--- src/ctr_cipher_defs.svh ---
// Widths are tied together: CTR_DATA_WIDTH must be twice CTR_WIDTH, and rounds must be 1 to 8
`ifndef CTR_CIPHER_DEFS_SVH
`define CTR_CIPHER_DEFS_SVH

////////////////////////////////////////////////////////////
// Datapath widths
////////////////////////////////////////////////////////////

// Block counter width
`define CTR_WIDTH 16

// Data, key and keystream width, always twice the counter
`define CTR_DATA_WIDTH 32

////////////////////////////////////////////////////////////
// Keystream round function
////////////////////////////////////////////////////////////

// Rounds and pipeline stages, one per round
`define CTR_KS_ROUNDS 4

// Left rotate applied to each round sum
`define CTR_KS_ROT 5

`endif

--- src/ctr_cipher_pkg.sv ---
// Types only; widths come from the defs header, which must be on the include path
`default_nettype none

`include "ctr_cipher_defs.svh"

package ctr_cipher_pkg;

    ////////////////////////////////////////////////////////////
    // Word types
    ////////////////////////////////////////////////////////////

    // Block counter value
    typedef logic [`CTR_WIDTH-1:0] ctr_t;

    // Data, key or keystream word
    typedef logic [`CTR_DATA_WIDTH-1:0] word_t;

    ////////////////////////////////////////////////////////////
    // Enumerations
    ////////////////////////////////////////////////////////////

    // Command opcodes, sampled with cmd_valid
    typedef enum logic [1:0] {
        CMD_NOP      = 2'd0,
        CMD_LOAD     = 2'd1,
        CMD_PROCESS  = 2'd2,
        CMD_RESERVED = 2'd3
    } cmd_e;

    // Counter unit state, ready once a counter has been loaded
    typedef enum logic {
        ST_UNLOADED = 1'b0,
        ST_READY    = 1'b1
    } ctr_state_e;

endpackage

`default_nettype wire

--- src/ctr_counter_unit.sv ---
// No back-pressure: a valid CMD_PROCESS issues a block the next cycle; err is sticky until reset
`timescale 1ns/1ps
`default_nettype none

`include "ctr_cipher_defs.svh"

module ctr_counter_unit import ctr_cipher_pkg::*; (
    input  logic  clk,
    input  logic  reset,
    input  logic  cmd_valid,
    input  cmd_e  cmd,
    input  ctr_t  init_ctr,
    input  word_t data_in,
    input  word_t key,
    output logic  blk_valid,
    output ctr_t  blk_ctr,
    output word_t blk_key,
    output word_t blk_data,
    output logic  err
);

    ctr_state_e state_q;
    ctr_t       ctr_q;
    logic       load;
    logic       issue;
    logic       err_set;

    ////////////////////////////////////////////////////////////
    // Command decode
    ////////////////////////////////////////////////////////////

    always_comb begin
        load    = 1'b0;
        issue   = 1'b0;
        err_set = 1'b0;
        if (cmd_valid) begin
            case (cmd)
                CMD_NOP: begin
                    // Idle slot
                end
                CMD_LOAD: load = 1'b1;
                CMD_PROCESS: begin
                    // Block before any load is dropped
                    if (state_q == ST_READY) begin
                        issue = 1'b1;
                    end else begin
                        err_set = 1'b1;
                    end
                end
                default: err_set = 1'b1;
            endcase
        end
    end

    ////////////////////////////////////////////////////////////
    // State, counter and flags
    ////////////////////////////////////////////////////////////

    always_ff @(posedge clk) begin
        if (reset) begin
            state_q   <= ST_UNLOADED;
            ctr_q     <= '0;
            blk_valid <= 1'b0;
            err       <= 1'b0;
        end else begin
            blk_valid <= issue;
            // Reload also allowed when already ready
            if (load) begin
                ctr_q   <= init_ctr;
                state_q <= ST_READY;
            end else if (issue) begin
                // Wraps from all ones to zero
                ctr_q <= ctr_q + ctr_t'(1);
            end
            if (err_set) begin
                err <= 1'b1;
            end
        end
    end

    // Issued block payload, counter taken before the increment
    always_ff @(posedge clk) begin
        if (issue) begin
            blk_ctr  <= ctr_q;
            blk_key  <= key;
            blk_data <= data_in;
        end
    end

    // No block may come out of a cycle spent unloaded
    a_no_blk_unloaded: assert property (@(posedge clk) disable iff (reset)
        (state_q == ST_UNLOADED) |=> !blk_valid);

    // Error flag holds until reset
    a_err_sticky: assert property (@(posedge clk) disable iff (reset)
        err |=> err);

endmodule

`default_nettype wire

--- src/ctr_keystream.sv ---
// Latency is exactly CTR_KS_ROUNDS cycles with one block per stage; only the valids are reset
`timescale 1ns/1ps
`default_nettype none

`include "ctr_cipher_defs.svh"

module ctr_keystream import ctr_cipher_pkg::*; (
    input  logic  clk,
    input  logic  reset,
    input  logic  blk_valid,
    input  ctr_t  blk_ctr,
    input  word_t blk_key,
    input  word_t blk_data,
    output logic  ks_valid,
    output word_t ks_word,
    output word_t ks_data
);

    // Index 0 is the stage input, index N the output of round N-1
    logic  st_valid [0:`CTR_KS_ROUNDS];
    word_t st_state [0:`CTR_KS_ROUNDS];
    // Key only goes as far as the last round input
    word_t st_key   [0:`CTR_KS_ROUNDS-1];
    word_t st_data  [0:`CTR_KS_ROUNDS];

    function automatic word_t rotl(input word_t x, input int unsigned n);
        return (x << n) | (x >> (`CTR_DATA_WIDTH - n));
    endfunction

    function automatic word_t rotr(input word_t x, input int unsigned n);
        return (x >> n) | (x << (`CTR_DATA_WIDTH - n));
    endfunction

    // Catch macro values the datapath cannot handle
    if (`CTR_DATA_WIDTH != 2 * `CTR_WIDTH) begin : g_width_check
        $error("CTR_DATA_WIDTH must be twice CTR_WIDTH");
    end
    if (`CTR_KS_ROUNDS < 1 || `CTR_KS_ROUNDS > 8) begin : g_round_check
        $error("CTR_KS_ROUNDS must be 1 to 8");
    end

    ////////////////////////////////////////////////////////////
    // Initial state
    ////////////////////////////////////////////////////////////

    // Counter on top, its inverse below
    assign st_valid[0] = blk_valid;
    assign st_state[0] = {blk_ctr, ~blk_ctr};
    assign st_key[0]   = blk_key;
    assign st_data[0]  = blk_data;

    ////////////////////////////////////////////////////////////
    // Round stages
    ////////////////////////////////////////////////////////////

    for (genvar i = 0; i < `CTR_KS_ROUNDS; i++) begin : g_round
        // Key rotates right by a byte more each round
        localparam int unsigned KEY_ROT = (8 * i) % `CTR_DATA_WIDTH;

        word_t sum;
        word_t mixed;

        // Add, rotate, xor
        assign sum   = st_state[i] + st_key[i];
        assign mixed = rotl(sum, `CTR_KS_ROT) ^ rotr(st_key[i], KEY_ROT);

        always_ff @(posedge clk) begin
            if (reset) begin
                st_valid[i+1] <= 1'b0;
            end else begin
                st_valid[i+1] <= st_valid[i];
            end
        end

        // Data rides alongside the state
        always_ff @(posedge clk) begin
            st_state[i+1] <= mixed;
            st_data[i+1]  <= st_data[i];
        end

        // Key moves on to the next round, the last round has none
        if (i < `CTR_KS_ROUNDS - 1) begin : g_key_carry
            always_ff @(posedge clk) begin
                st_key[i+1] <= st_key[i];
            end
        end
    end

    assign ks_valid = st_valid[`CTR_KS_ROUNDS];
    assign ks_word  = st_state[`CTR_KS_ROUNDS];
    assign ks_data  = st_data[`CTR_KS_ROUNDS];

    // Fixed latency, no stage ever drops or adds a block
    a_ks_latency: assert property (@(posedge clk) disable iff (reset)
        ks_valid == $past(blk_valid, `CTR_KS_ROUNDS));

endmodule

`default_nettype wire

--- src/ctr_combiner.sv ---
// data_out holds the last result between strobes and is unknown before the first one
`timescale 1ns/1ps
`default_nettype none

`include "ctr_cipher_defs.svh"

module ctr_combiner import ctr_cipher_pkg::*; (
    input  logic  clk,
    input  logic  reset,
    input  logic  ks_valid,
    input  word_t ks_word,
    input  word_t ks_data,
    output word_t data_out,
    output logic  data_valid
);

    word_t mixed;

    // Same operation both ways
    assign mixed = ks_data ^ ks_word;

    ////////////////////////////////////////////////////////////
    // Output register
    ////////////////////////////////////////////////////////////

    // One-cycle strobe per result
    always_ff @(posedge clk) begin
        if (reset) begin
            data_valid <= 1'b0;
        end else begin
            data_valid <= ks_valid;
        end
    end

    // Result only loads on a valid word
    always_ff @(posedge clk) begin
        if (ks_valid) begin
            data_out <= mixed;
        end
    end

    // Strobe must be clean once out of reset
    a_valid_known: assert property (@(posedge clk) disable iff (reset)
        !$isunknown(data_valid));

endmodule

`default_nettype wire

--- src/ctr_cipher_top.sv ---
// Sink must take one result per cycle; data_valid follows a CMD_PROCESS by CTR_KS_ROUNDS + 2
`timescale 1ns/1ps
`default_nettype none

`include "ctr_cipher_defs.svh"

module ctr_cipher_top import ctr_cipher_pkg::*; (
    input  logic  clk,
    input  logic  reset,
    input  logic  cmd_valid,
    input  cmd_e  cmd,
    input  ctr_t  init_ctr,
    input  word_t data_in,
    input  word_t key,
    output word_t data_out,
    output logic  data_valid,
    output logic  err
);

    // Counter unit to keystream
    logic  blk_valid;
    ctr_t  blk_ctr;
    word_t blk_key;
    word_t blk_data;

    // Keystream to combiner
    logic  ks_valid;
    word_t ks_word;
    word_t ks_data;

    ////////////////////////////////////////////////////////////
    // Command decode and block issue
    ////////////////////////////////////////////////////////////

    ctr_counter_unit counter_unit_i (
        .clk       (clk),
        .reset     (reset),
        .cmd_valid (cmd_valid),
        .cmd       (cmd),
        .init_ctr  (init_ctr),
        .data_in   (data_in),
        .key       (key),
        .blk_valid (blk_valid),
        .blk_ctr   (blk_ctr),
        .blk_key   (blk_key),
        .blk_data  (blk_data),
        .err       (err)
    );

    ////////////////////////////////////////////////////////////
    // Keystream pipeline
    ////////////////////////////////////////////////////////////

    ctr_keystream keystream_i (
        .clk       (clk),
        .reset     (reset),
        .blk_valid (blk_valid),
        .blk_ctr   (blk_ctr),
        .blk_key   (blk_key),
        .blk_data  (blk_data),
        .ks_valid  (ks_valid),
        .ks_word   (ks_word),
        .ks_data   (ks_data)
    );

    // Final XOR and output register
    ctr_combiner combiner_i (
        .clk        (clk),
        .reset      (reset),
        .ks_valid   (ks_valid),
        .ks_word    (ks_word),
        .ks_data    (ks_data),
        .data_out   (data_out),
        .data_valid (data_valid)
    );

endmodule

`default_nettype wire

--- config.mk ---
export PLATFORM = sky130hd
export DESIGN_NAME = ctr_cipher_top
export DESIGN_NICKNAME = d
export VERILOG_FILES = /design/src/ctr_cipher_pkg.sv /design/src/ctr_counter_unit.sv /design/src/ctr_keystream.sv /design/src/ctr_combiner.sv /design/src/ctr_cipher_top.sv
export VERILOG_INCLUDE_DIRS = /design/src
export SDC_FILE = /design/constraint.sdc
export NUM_CORES = 1
export LEC_CHECK = 0
export ABC_CLOCK_PERIOD_IN_PS = 3210
export BUFFER_PORTS_ARGS = -buffer_cell sky130_fd_sc_hd__buf_4
export CAP_MARGIN = 20
export CORE_MARGIN = 3
export CORE_UTILIZATION = 48
export CTS_CLUSTER_DIAMETER = 200
export DETAILED_ROUTE_END_ITERATION = 16
export GPL_TIMING_DRIVEN = 0
export PLACE_DENSITY_LB_ADDON = 0.15
export SYNTH_ARGS = -nofsm -noshare
export SYNTH_HDL_FRONTEND = slang
export SYNTH_SLANG_ARGS = --single-unit
--- constraint.sdc ---
create_clock -name clk -period 3.21 [get_ports clk]
set_input_delay 0.321 -clock clk [delete_from_list [all_inputs] [get_ports clk]]
set_output_delay 0.321 -clock clk [all_outputs]
set_load 0.005 [all_outputs]
======== After elaboration in Yosys (flattened, before gate mapping) ========
Cells that the tools add are included.
cells by class
  reductions and logical operators ........ 3
  eq/ne operators ......................... 2
  $mul .................................... 0
  multiplexer cells ....................... 10
  $add $sub $neg .......................... 5
  bitwise gates (word level) .............. 13
  shift operators ......................... 0
  divide/modulo/power cells ............... 0
  magnitude comparators ................... 0
operators with widths
  operator               number
  $xor 32x32->32         5
  $add 32x32->32         4
  $or 32x5->32           4
  $mux 16                2
  $or 16x32->32          1
  $or 24x32->32          1
  $or 8x32->32           1
  $add 16x1->16 const B  1
  $not 16->16            1
  $mux 1                 7
  $eq 2x1->1 const B     1
  $eq 2x2->1 const B     1
  $logic_not 2->1        1
  $pmux 1 s2             1
  $reduce_bool 2->1      1
  $reduce_or 2->1        1
word-level totals
  logic and storage cells ................. 57
  register bits ........................... 488
  output and inout port bits .............. 34
  memories kept ........................... 0
  latch bits .............................. 0
  ROM bits ................................ 0
  input bits .............................. 85
  bits in writable memories ............... 0

======== Logic depth before layout (Yosys ltp) ========
Gate-level depths: netlist of run 1.
  word-level depth ........................ 5
  depth in mapped cells ................... 12
  depth with buffers taken out ............ 12

======== Cells and area by module ========
From an unflattened synthesis of run 1, not the netlist that was laid out.
second synthesis, totals
  cells, all modules ...................... 1734
  area total of the unflattened synthesis .. 19802.7 um^2
modules (own cells, without submodules)
  module            cells an instance  sequential area each (um^2)  times used  area an instance (um^2)
  ctr_keystream     1474               7126.8                       1           15178.3
  ctr_counter_unit  194                2782.7                       1           3357.0
  ctr_combiner      66                 980.9                        1           1267.5

======== Worst setup path before layout of run 1 ========
Ideal clock, no wire load.
  kind .................................... input to register
  start point ............................. in cmd[0]
  end point ............................... reg counter_unit_i.ctr_q[10]
  path buffers ............................ 0
  setup time .............................. 0.091 ns
  cell stages on the path ................. 7
  required time ........................... 3.119 ns
  arrival ................................. 2.771 ns
  setup slack ............................. 0.348 ns
  cells stage by stage .................... nand2b_1 or2_2 inv_2 and2_1 nand4_1 or3_1 a311oi_1
on the way
  longest elaborated chain between the ends .. 4
  elaborated cells between the ends (all ways) .. 8
  those cells by class .................... eq/ne (2); mux (5); reduce/logical (1)
ends and longest elaborated chain
  item                         line                    source
  from (decl)                  ctr_cipher_top.sv:11    input cmd_e cmd,
  $eq 2x2->1                   ctr_counter_unit.sv:37  case (cmd)
  $mux 1                       ctr_counter_unit.sv:37
  $mux 1                       ctr_counter_unit.sv:36  if (cmd_valid) begin
  net counter_unit_i.issue     ctr_counter_unit.sv:25  logic issue;
  $reduce_bool 2->1 (no line)  -
  to (signal assigned)         ctr_counter_unit.sv:69  ctr_q <= init_ctr;
  to (signal assigned)         ctr_counter_unit.sv:73  ctr_q <= ctr_q + ctr_t'(1);
  to (decl)                    ctr_counter_unit.sv:23  ctr_t ctr_q;
The timed path passes the listed nets, and every way through them passes these cells.
A chain may end at the register's enable or synchronous reset.

======== Worst setup path in the final report of run 1 ========
  start point ............................. reg counter_unit_i.blk_ctr[1] (netlist name)
  end point ............................... reg keystream_i.st_state[96] (netlist name)
on the way
  longest elaborated chain between the ends .. 4
ends and longest elaborated chain
  item                                 line                 source
  $not 16->16                          ctr_keystream.sv:48  assign st_state[0] = {blk_ctr, ~blk_ctr};
  $add 32x32->32 (*)                   ctr_keystream.sv:64  assign sum = st_state[i] + st_key[i];
  $or 32x5->32 (*)                     ctr_keystream.sv:27  return (x << n) | (x >> (`CTR_DATA_WIDTH - n));
  $xor 32x32->32 (*)                   ctr_keystream.sv:65  assign mixed = rotl(sum, `CTR_KS_ROT) ^ rotr(st_key[i], KEY_ROT);
  net keystream_i.g_round[0].mixed[0]  ctr_keystream.sv:61  word_t mixed;
  to (signal, indexed assignment)      ctr_keystream.sv:77  st_state[i+1] <= mixed;
  to (decl)                            ctr_keystream.sv:21  word_t st_state [0:`CTR_KS_ROUNDS];
Mark *: on every way through the listed nets, which the timed path passes. The rest lies on a longest branch.

==> out/metrics.cfg, run 1 <==
[timing]
post-route-period-util_pct = 94.92
rsz0062_at_grt = no
setup-tns-final_ps = 0
fin_worst_skew_ps = 16.34
maxSlewHeadroom_pct = 41.89
max_freq_mhz = 328.2
drv_slew = 0
post-route-min-period_ps = 3047
worst_pin_slew_ps = 871.7
setup_viol = 0
hold_viol_final = 0

[routing]
ant_nets = 0
num_vias = 12252
wl_met3_mm = 1.646
wl_met1_mm = 18.86
wl_mm = 44.60
wl_per_cell_um = 18.44
wl_met2_mm = 21.89
drc = 0
dr.max_layer_used = met4
avgViaCountPerCell = 5.065
dr.pass1.iters = 5
dr.first_iter.drc_count = 541

[clock_network]
cts_tree = yes
clock_latency_ps = 590
cts_buffers = 49
path_clk_slew_ps = 60
htreeDepth = 2
clk_path_buf_depth = 3
cts_root_buffer = clkbuf_16
cts_sinks = 488

[synth]
synthesis.nets = 1832
syn_inst = 1618
ys_seq_elements = 488
ys.flop_type = dfxtp_1
synth_commonest_cells = 376 x dfxtp_1, 179 x xnor2_1, 125 x ha_1, 114 x a21oi_1, 113 x xor2_1
yosys_warnings = 0
synth_area_leaders = dfxtp_1 39%, edfxtp_1 18%, xnor2_1 8.2%
async_flop_share_pct = 0
synth_area_leader_cell = dfxtp_1
synth_top_area_share_pct = 39.34
syn_area_per_cell_um2 = 11.82
post-synth-top-count-cell = dfxtp_1
synth-edff-count = 112
ys_types = 63
syn-cell-area_um2 = 19130
ys_seq_area_share_pct = 56.92

[pwr]
irDropWorstVdd_mv = 0.3854
p_per_area_nw_per_um2 = 609.7
power_uw = 14070
power_leakage_uw = 0.009592

[critical_path]
worstPathRequired_ps = 3720
path_common_cell = o221ai_1
critPathKind = reg -> reg
crit_family = compound AO/OA/AOI/OAI gates
cp-end-kind = flop
cp_max_fo = 3
r2r-end = keystream_i.st_state[96]$_DFF_P_
arrival_ps = 3560
ff2ff_path_depth = 12
path_cells = inv_1, ha_1, a21o_1, a21oi_1, o221ai_1, a21oi_2, nor4_1, nor3_2, buf_4, o221ai_1, a31oi_1, xnor2_1
r2r-start = counter_unit_i.blk_ctr[1]$_DFFE_PP_
start_kind = flop
critPathBufInv = 2
critPathMaxStageDelay_ps = 490
rrSetupSlack_ps = 160
critPathSlowestCell = edfxtp_1

[finish]
syn_to_final_growth_pct = 20.63
drive_above_1_share_pct = 12.57
nets = 2074
diodes = 0
post-route-util_pct = 59.16

[worst_hold_path]
worstHoldStart = init_ctr[1]
min_path_cells = 3
hold_class = in -> reg
hold_path_end = counter_unit_i.ctr_q[1]$_SDFFE_PP0P_

[die]
dieHeight_um = 205.6
die_area_um2 = 42290
start_util_pct = 49.05
coreArea_um2 = 39010
die_w_um = 205.6
io_pins = 119
rows = 72

[global_route]
grt_overflow = 0
antenna_found_initial = 0
grt_pass1_wl_mm = 69.14
grt_pass1_vias = 12597
track_usage_pct = 21.31
grt_max_degree = 56

[placement]
gp_congestion = 0.9672
port_buffers = 118
hpwl_mm = 34.52

[flow_run]
maxCapViolations = 0

[status]
outcome = complete, no violations

-- through the flow --
step,cells,hold WS [ps],area (um^2),worst slack (ps)
6_report,2419,36.51,23080,162.9
5_1_grt,2419,32.71,23080,11.79
4_1_cts,2416,2.556,23040,15.59
3_5_place_dp,2255,312.1,20700,-558.4
3_3_place_gp,2254,309.8,20670,-532.6
2_1_floorplan,1618,309.6,19130,347.7
-- worst min-delay path: cells and delay by family --
family                 cells  cell delay, ps
buffers and inverters      1             110
and+or+nand+nor            1             100
AOI/OAI and AO/OA          1              50
-- routing by layer --
metal,global-route usage [%],up-vias
li1,-,6198
met1,25.54,5693
met2,37.58,259
met3,3.496,102
met4,9.544,0
met5,0,-
-- logic make-up after synthesis --
family	share of synthesized area, %
adders and majority gates	8.593
DFF	56.92
and+or+nand+nor	6.814
AOI/OAI and AO/OA	12.79
xor gates and xnor gates	13.37
buffers and inverters	1.511
-- sequential cells by signal, indices dropped and copies added (netlist names), 32 cells and up --
signal                   cells
keystream_i.st_state        96
counter_unit_i.blk_data     32
keystream_i.st_key          96
keystream_i.st_data         96
keystream_i.ks_data         32
keystream_i.ks_word         32
counter_unit_i.blk_key      32
combiner_i.data_out         32
-- how the worst max path moves through the flow --
stage	start	end	slack, ps	cells past startpoint
floorplan	cmd[0]	counter_unit_i.ctr_q[10]$_SDFFE_PP0P_	350	7
global placement	counter_unit_i.blk_ctr[1]$_DFFE_PP_	keystream_i.st_state[98]$_DFF_P_	-530	11
detailed placement	counter_unit_i.blk_ctr[1]$_DFFE_PP_	keystream_i.st_state[98]$_DFF_P_	-560	11
CTS	keystream_i.st_key[32]$_DFF_P_	keystream_i.st_state[33]$_DFF_P_	20	12
global route	counter_unit_i.blk_ctr[0]$_DFFE_PP_	keystream_i.st_state[119]$_DFF_P_	10	12
finish	counter_unit_i.blk_ctr[1]$_DFFE_PP_	keystream_i.st_state[96]$_DFF_P_	160	12
-- area by class of cell --
| class | instances | area, um^2 |
|---|---|---|
| tap | 518 | 648.1 |
| clock inverter | 23 | 207.7 |
| timing repair buffer | 191 | 1622 |
| inverter | 53 | 201.4 |
| buffer | 24 | 90.09 |
| clock buffer | 69 | 1435 |
| sequential | 488 | 10890 |
| multi-input combinational | 1053 | 7981 |
| fill | 3215 | 15930 |
-- report_power, final --
part	total [uW]	switching, uW	internal, uW
sequential	6830	165	6660
clock	5670	2350	3310
combinational	1570	795	778
-- layout by cell type (no fill, tap or decap), drive strengths merged, types with 8 or more instances in the layout --
cell / count
a211oi: 16
a21o: 65
a21oi: 117
a31oi: 19
and2: 8
and3: 10
buf: 124
clkbuf: 93
clkinv: 14
dfxtp: 376
dlygate4sd3: 67
edfxtp: 112
ha: 125
inv: 60
nand2: 93
nand2b: 16
nand3: 19
nand4: 14
nor2: 50
nor2b: 20
nor3: 13
o211ai: 8
o21a: 11
o21ai: 64
o21bai: 15
or3: 9
xnor2: 179
xor2: 113
-- repair_timing --
action	CTS	global route
pin swaps	2	4
setup buffers	2	3
hold endpoints to repair	69	0
hold buffers	67	0
resized for setup	3	6
endpoints found under the setup margin	8	13
(Power assumes the default switching activity.)
==> run 2, diff against run 1 <==
Settings changed: CORE_MARGIN 3 to unset.
==> run 2 against run 1 <==
  * Critical path type unchanged
  * Clock power grew 2%
  * Via count shrank 0.73%
  * Sequential share of layout area is essentially flat
==> out/metrics.cfg, run 2 (synthesized netlist as in run 1, its figures left out) <==
[status]
outcome = complete, no violations

[routing]
wl_per_cell_um = 18.46  ; +0.10%
num_vias = 12163  ; -0.73%
wl_met1_mm = 19.00  ; +0.74%
dr.max_layer_used = met4
drc = 0  ; unchanged
wl_met3_mm = 1.447  ; -12%
ant_nets = 0  ; unchanged
dr.first_iter.drc_count = 480  ; -11%
wl_met2_mm = 21.94  ; +0.23%
dr.pass1.iters = 5  ; unchanged
wl_mm = 44.61  ; about the same
avgViaCountPerCell = 5.032  ; -0.64%

[placement]
hpwl_mm = 34.45  ; -0.19%
pre_cts_ws_ps = -357.6  ; +200.8 ps
placed_cells = 2255  ; unchanged
port_buffers = 118  ; unchanged
gp_congestion = 0.9189  ; -5.0%

[finish]
post-route-util_pct = 59.22  ; about the same
drive_above_1_share_pct = 12.49  ; -0.086 points
nets = 2072  ; -0.096%
regArea_um2 = 10890  ; unchanged
n_fill_cell = 3209  ; -0.19%
final_cells = 2417  ; -0.083%
final_common_cell = dfxtp_1
syn_to_final_growth_pct = 20.74  ; about the same
multiInputGateArea_um2 = 7998  ; +0.20%
final_cell_mix = 374 x dfxtp_1, 179 x xnor2_1, 125 x ha_1
largestRegisters = keystream_i.st_data x96, keystream_i.st_key x96, keystream_i.st_state x96

[die]
rows = 72  ; unchanged
start_util_pct = 49.05  ; unchanged
die_area_um2 = 40660  ; -3.9%
die_w_um = 201.6  ; -1.9%
dieHeight_um = 201.6  ; -1.9%
coreArea_um2 = 39010  ; unchanged
io_pins = 119  ; unchanged

[worst_hold_path]
hold_path_end = counter_unit_i.err$_SDFFE_PP0P_
hold_class = in -> reg
min_path_cells = 3  ; unchanged
worstHoldStart = cmd_valid

[timing]
worst_pin_slew_ps = 881.2  ; +9.489 ps
holdWs_ps = 34.19  ; -2.324 ps
maxSlewHeadroom_pct = 41.26  ; -0.63 points
hold_viol_final = 0  ; unchanged
post-route-min-period_ps = 3077  ; +30.39 ps
post-route-period-util_pct = 95.87  ; +0.95 points
max_freq_mhz = 324.9  ; -0.99%
setup_viol = 0  ; unchanged
setup_slack_ps = 132.5  ; -30.39 ps
rsz0062_at_grt = no
fin_worst_skew_ps = 19.16  ; +2.814 ps
drv_slew = 0  ; unchanged

[critical_path]
rrSetupSlack_ps = 130  ; -30 ps
arrival_ps = 3540  ; -20 ps
critPathKind = reg -> reg
startpoint = counter_unit_i.blk_ctr[0]$_DFFE_PP_
start_kind = flop
r2r-end = keystream_i.st_state[127]$_DFF_P_
r2r-start = counter_unit_i.blk_ctr[0]$_DFFE_PP_
cp-end-kind = flop
ff2ff_path_depth = 12  ; unchanged
worstPathRequired_ps = 3670  ; -50 ps
cp_max_fo = 4  ; +1

[clock_network]
cts_root_buffer = clkbuf_16
clock_latency_ps = 590  ; about the same
cts_buffers = 48  ; -2.0%
path_clk_slew_ps = 60  ; about the same
htreeDepth = 2  ; unchanged
clk_path_buf_depth = 3  ; unchanged
cts_sinks = 488  ; unchanged
cts_tree = yes

[global_route]
grt_pass1_wl_mm = 68.46  ; -0.98%
grt_max_degree = 57  ; +1.8%
track_usage_pct = 22.06  ; +0.75 points
antenna_found_initial = 0  ; unchanged
grt_pass1_vias = 12350  ; -2.0%
grt_overflow = 0  ; unchanged

[pwr]
power_uw = 14180  ; +0.77%
p_per_area_nw_per_um2 = 613.8  ; +0.68%
power_leakage_uw = 0.009572  ; -0.21%
irDropWorstVdd_mv = 0.3721  ; -3.4%

[flow_run]
maxCapViolations = 0  ; unchanged

## run 2: changes by cell type in the layout (fill, tap and decap cells not counted), moves of 2 or more
cell | before | now
bufinv_16 | 2 | 6
clkinv_1 | 2 | 6
clkbuf_16 | 52 | 49
clkbuf_8 | 7 | 4
clkinvlp_4 | 0 | 3
inv_4 | 4 | 1
a21oi_1 | 111 | 109
a21oi_2 | 6 | 8
clkbuf_1 | 34 | 32
clkinv_2 | 8 | 6
## run 2: cell type report
cell class	instances	share of cell area (%)
clock buffers	61	5.677
inverters	53	0.8721
plain buffers	24	0.3900
clock inverters	29	1.490
repair buffers	190	6.976
well taps	518	2.806
diodes	1	0.01083
multi-input cells	1053	34.62
flip-flops and latches	488	47.16
## run 2: per-stage QoR
stage | setup TNS, ps | area (um^2)
2_1_floorplan | 0 | 19130
6_report | 0 | 23100
5_1_grt | 0 | 23100
3_5_place_dp | -1859 | 20700
3_3_place_gp | -4908 | 20670
4_1_cts | 0 | 23040
## run 2: worst max path at each step
stage	end	cells after the start	slack [ps]
2_1_floorplan	counter_unit_i.ctr_q[10]$_SDFFE_PP0P_	7	350
3_3_place_gp	counter_unit_i.ctr_q[10]$_SDFFE_PP0P_	8	-480
3_5_place_dp	keystream_i.st_state[100]$_DFF_P_	11	-360
4_1_cts	keystream_i.st_state[127]$_DFF_P_	12	30
5_1_grt	keystream_i.st_state[119]$_DFF_P_	12	0.5
6_report	keystream_i.st_state[127]$_DFF_P_	12	130
## run 2: routing by layer
layer	up-vias	GRT usage (%)
met1	5649	25.74
li1	6169	-
met5	-	0
met4	0	12.15
met2	249	38.92
met3	96	3.110
## run 2: worst max-delay path, stage by stage, from the launching register on
cell	delay (ps)
edfxtp_1	450
inv_1	70
ha_1	230
fa_1	410
a21oi_1	220
o21ai_0	140
a21bo_2	290
a21oi_1	210
o31ai_1	200
a21o_1	250
a21oi_2	230
o21bai_1	130
xnor2_1	130
## run 2: where the power goes
| group | internal, uW | total (uW) | switching, uW |
|---|---|---|---|
| Sequential | 6660 | 6820 | 161 |
| Clock | 3410 | 5780 | 2370 |
| Combinational | 776 | 1580 | 801 |
| Total | 10800 | 14200 | 3330 |
## run 2: repair_timing
item	CTS	global route
endpoints found under the hold margin	69	0
gates cloned	0	0
buffers inserted	2	3
gates resized for setup	2	10
hold buffers	66	0
pin swaps	2	1
endpoints found under the setup margin	9	17
==> run 3, diff against run 2 <==
Settings changed: CORE_ASPECT_RATIO set to 0.7, SKIP_LAST_GASP set to 1.
==> run 3 against run 2 <==
  * Critical path depth is 1 lower
  * Wire length is 9.3% higher
  * Cell count stayed put
  * Die area hardly changed
  * Clock skew is 5.4 ps lower
  * Combinational power is 4% higher
  * Sequential power hardly changed
  * Largest power group unchanged
==> out/metrics.cfg, run 3 (synthesized netlist as in run 1, its figures left out) <==
[die]
dieHeight_um = 169.0  ; -16%
rows = 60  ; -17%
die_area_um2 = 40670  ; about the same
io_pins = 119  ; unchanged
start_util_pct = 49.29  ; +0.25 points
coreArea_um2 = 38810  ; -0.50%
die_w_um = 240.6  ; +19%

[pwr]
irDropWorstVdd_mv = 0.3949  ; +6.1%
p_int_uw = 10680  ; -1.5%
switching_share_pct = 23.81  ; +0.31 points
combPwrFrac_pct = 11.7  ; +0.6 points
netSwitchingPower_uw = 3339  ; +0.20%
seqPwrFrac_pct = 48.6  ; +0.5 points
p_per_area_nw_per_um2 = 607.0  ; -1.1%
power_leakage_uw = 0.009557  ; -0.15%
pwr-share-clk_pct = 39.6  ; -1.2 points

[timing]
rsz0062_at_grt = yes
post-route-period-util_pct = 99.85  ; +4.0 points
hold_viol_final = 0  ; unchanged
setup-tns-final_ps = 0  ; unchanged
setup_viol = 0  ; unchanged
fin_worst_skew_ps = 13.81  ; -5.352 ps
maxSlewHeadroom_pct = 61.95  ; +21 points
max_freq_mhz = 312.0  ; -4.0%
holdWs_ps = 34.82  ; +0.6325 ps
drv_slew = 0  ; unchanged
worst_pin_slew_ps = 563.4  ; -317.8 ps
post-route-min-period_ps = 3205  ; +127.7 ps

[critical_path]
critPathBufInv = 1  ; unchanged
critPathMaxStageDelay_ps = 620  ; +170 ps
critPathSlowestCell = dfxtp_1
cp_max_fo = 7  ; +3
critPathKind = reg -> reg
ff2ff_path_depth = 11  ; -1
path_depth = 11  ; -1
arrival_ps = 3650  ; +110 ps
start_kind = flop
path_cells = ha_1, nand2_1, o21ai_1, or3_1, a21oi_2, o41ai_4, buf_4, a221oi_4, o21ai_4, nor4b_1, or3_1
crit_family = simple AND/OR/NAND/NOR gates
worstPathRequired_ps = 3650  ; -20 ps
cp-end-kind = flop
path_common_cell = or3_1

[finish]
final_cell_mix = 372 x dfxtp_1, 176 x xnor2_1, 125 x ha_1
regArea_um2 = 10900  ; about the same
nets = 2069  ; -0.14%
final_common_cell = dfxtp_1
multiInputGateArea_um2 = 8080  ; +1.0%
final_cell_area_um2 = 23100  ; about the same
largestRegisters = keystream_i.st_data x96, keystream_i.st_key x96, keystream_i.st_state x96
diodes = 0  ; -1
drive_above_1_share_pct = 13.23  ; +0.74 points
n_fill_cell = 3243  ; +1.1%
syn_to_final_growth_pct = 20.72  ; about the same

[routing]
wl_mm = 48.77  ; +9.3%
num_vias = 12676  ; +4.2%
avgViaCountPerCell = 5.245  ; +4.2%
wl_per_cell_um = 20.18  ; +9.3%
drc = 0  ; unchanged
dr.first_iter.drc_count = 895  ; +86%
ant_nets = 0  ; unchanged
dr.pass1.iters = 5  ; unchanged

[clock_network]
cts_sinks = 488  ; unchanged
clock_latency_ps = 560  ; -30 ps
cts_tree = yes
htreeDepth = 2  ; unchanged
cts_root_buffer = clkbuf_16
path_clk_slew_ps = 60  ; about the same
cts_buffers = 45  ; -6.3%
clk_path_buf_depth = 3  ; unchanged

[status]
outcome = complete, no violations

[global_route]
grt_max_degree = 50  ; -12%
grt_pass1_vias = 12367  ; +0.14%
track_usage_pct = 24.61  ; +2.5 points
grt_overflow = 0  ; unchanged
grt_pass1_wl_mm = 73.86  ; +7.9%
antenna_found_initial = 3  ; +3

[placement]
placed_cell_area_um2 = 20730  ; +0.15%
hpwl_mm = 37.75  ; +9.6%
port_buffers = 118  ; unchanged
gp_congestion = 0.9104  ; -0.93%

[worst_hold_path]
min_path_cells = 3  ; unchanged
hold_class = in -> reg

[flow_run]
maxCapViolations = 0  ; unchanged

[run 3: cell types whose count changed in the layout (fill, tap and decap cells not counted), sizes merged]
cell         before  now
diode             1    0
buf             124  125
clkinvlp          3    2
dlygate4sd3      66   65
clkbuf           85   78
[run 3: tightest hold or removal path: cells and delay by family]
kind / cells / cell delay [ps]
AOI/OAI and AO/OA: 1 / 60
buffers and inverters: 1 / 90
and+or+nand+nor: 1 / 80
[run 3: power groups by stage]
stage                     logic, uW  clock network, uW  registers, uW
final                          1640               5560           6820
after detailed placement       1530                  0           6960
after floorplan                1140                  0           6900
after global routing           1820               5970           6850
after CTS                      1620               5700           6830
after global placement         1510                  0           6960
[run 3: through the flow]
| step | util, % | power, uW | instances | worst slack, ps |
|---|---|---|---|---|
| after global routing | 59.51 | 14640 | 2417 | -91.24 |
| after CTS | 59.21 | 14140 | 2416 | 0.6106 |
| after global placement | 53.28 | 8469 | 2263 | -501.5 |
| after detailed placement | 53.41 | 8497 | 2265 | -240.2 |
| after floorplan | - | 8040 | 1618 | 347.7 |
| final | 59.51 | 14020 | 2417 | 4.849 |
[run 3: repair_timing]
action	4_1_cts	5_1_grt
gates cloned	0	0
gates resized for setup	6	24
pin swaps	2	1
endpoints found under the setup margin	15	30
endpoints found under the hold margin	68	0
buffers inserted	4	1
hold buffers	65	0
[run 3: final cells by class]
cell class / count / area share [%]
Buffer: 24 / 0.3900
Clock buffer: 54 / 5.298
Clock inverter: 28 / 1.408
Inverter: 53 / 0.8722
Multi-Input combinational cell: 1053 / 34.98
Sequential cell: 488 / 47.17
Tap cell: 527 / 2.855
Timing Repair Buffer: 190 / 7.021
[run 3: metal layers]
metal | GRT usage (%) | vias up | wire (um)
li1 | - | 6185 | -
met5 | 0 | - | 0
met3 | 4.729 | 50 | 3243
met1 | 38.79 | 6102 | 25380
met2 | 34.36 | 339 | 19430
met4 | 4.957 | 0 | 717
[run 3: worst paths after layout]
path | from | endpoint | slack, ps
worst max-delay path | keystream_i.st_key[73]$_DFF_P_ | keystream_i.st_state[67]$_DFF_P_ | 5
worst min-delay path | cmd[1] | counter_unit_i.err$_SDFFE_PP0P_ | 30
worst max register to register | keystream_i.st_key[73]$_DFF_P_ | keystream_i.st_state[67]$_DFF_P_ | 5
worst min register to register | keystream_i.st_data[95]$_DFF_P_ | keystream_i.st_data[63]$_DFF_P_ | 320
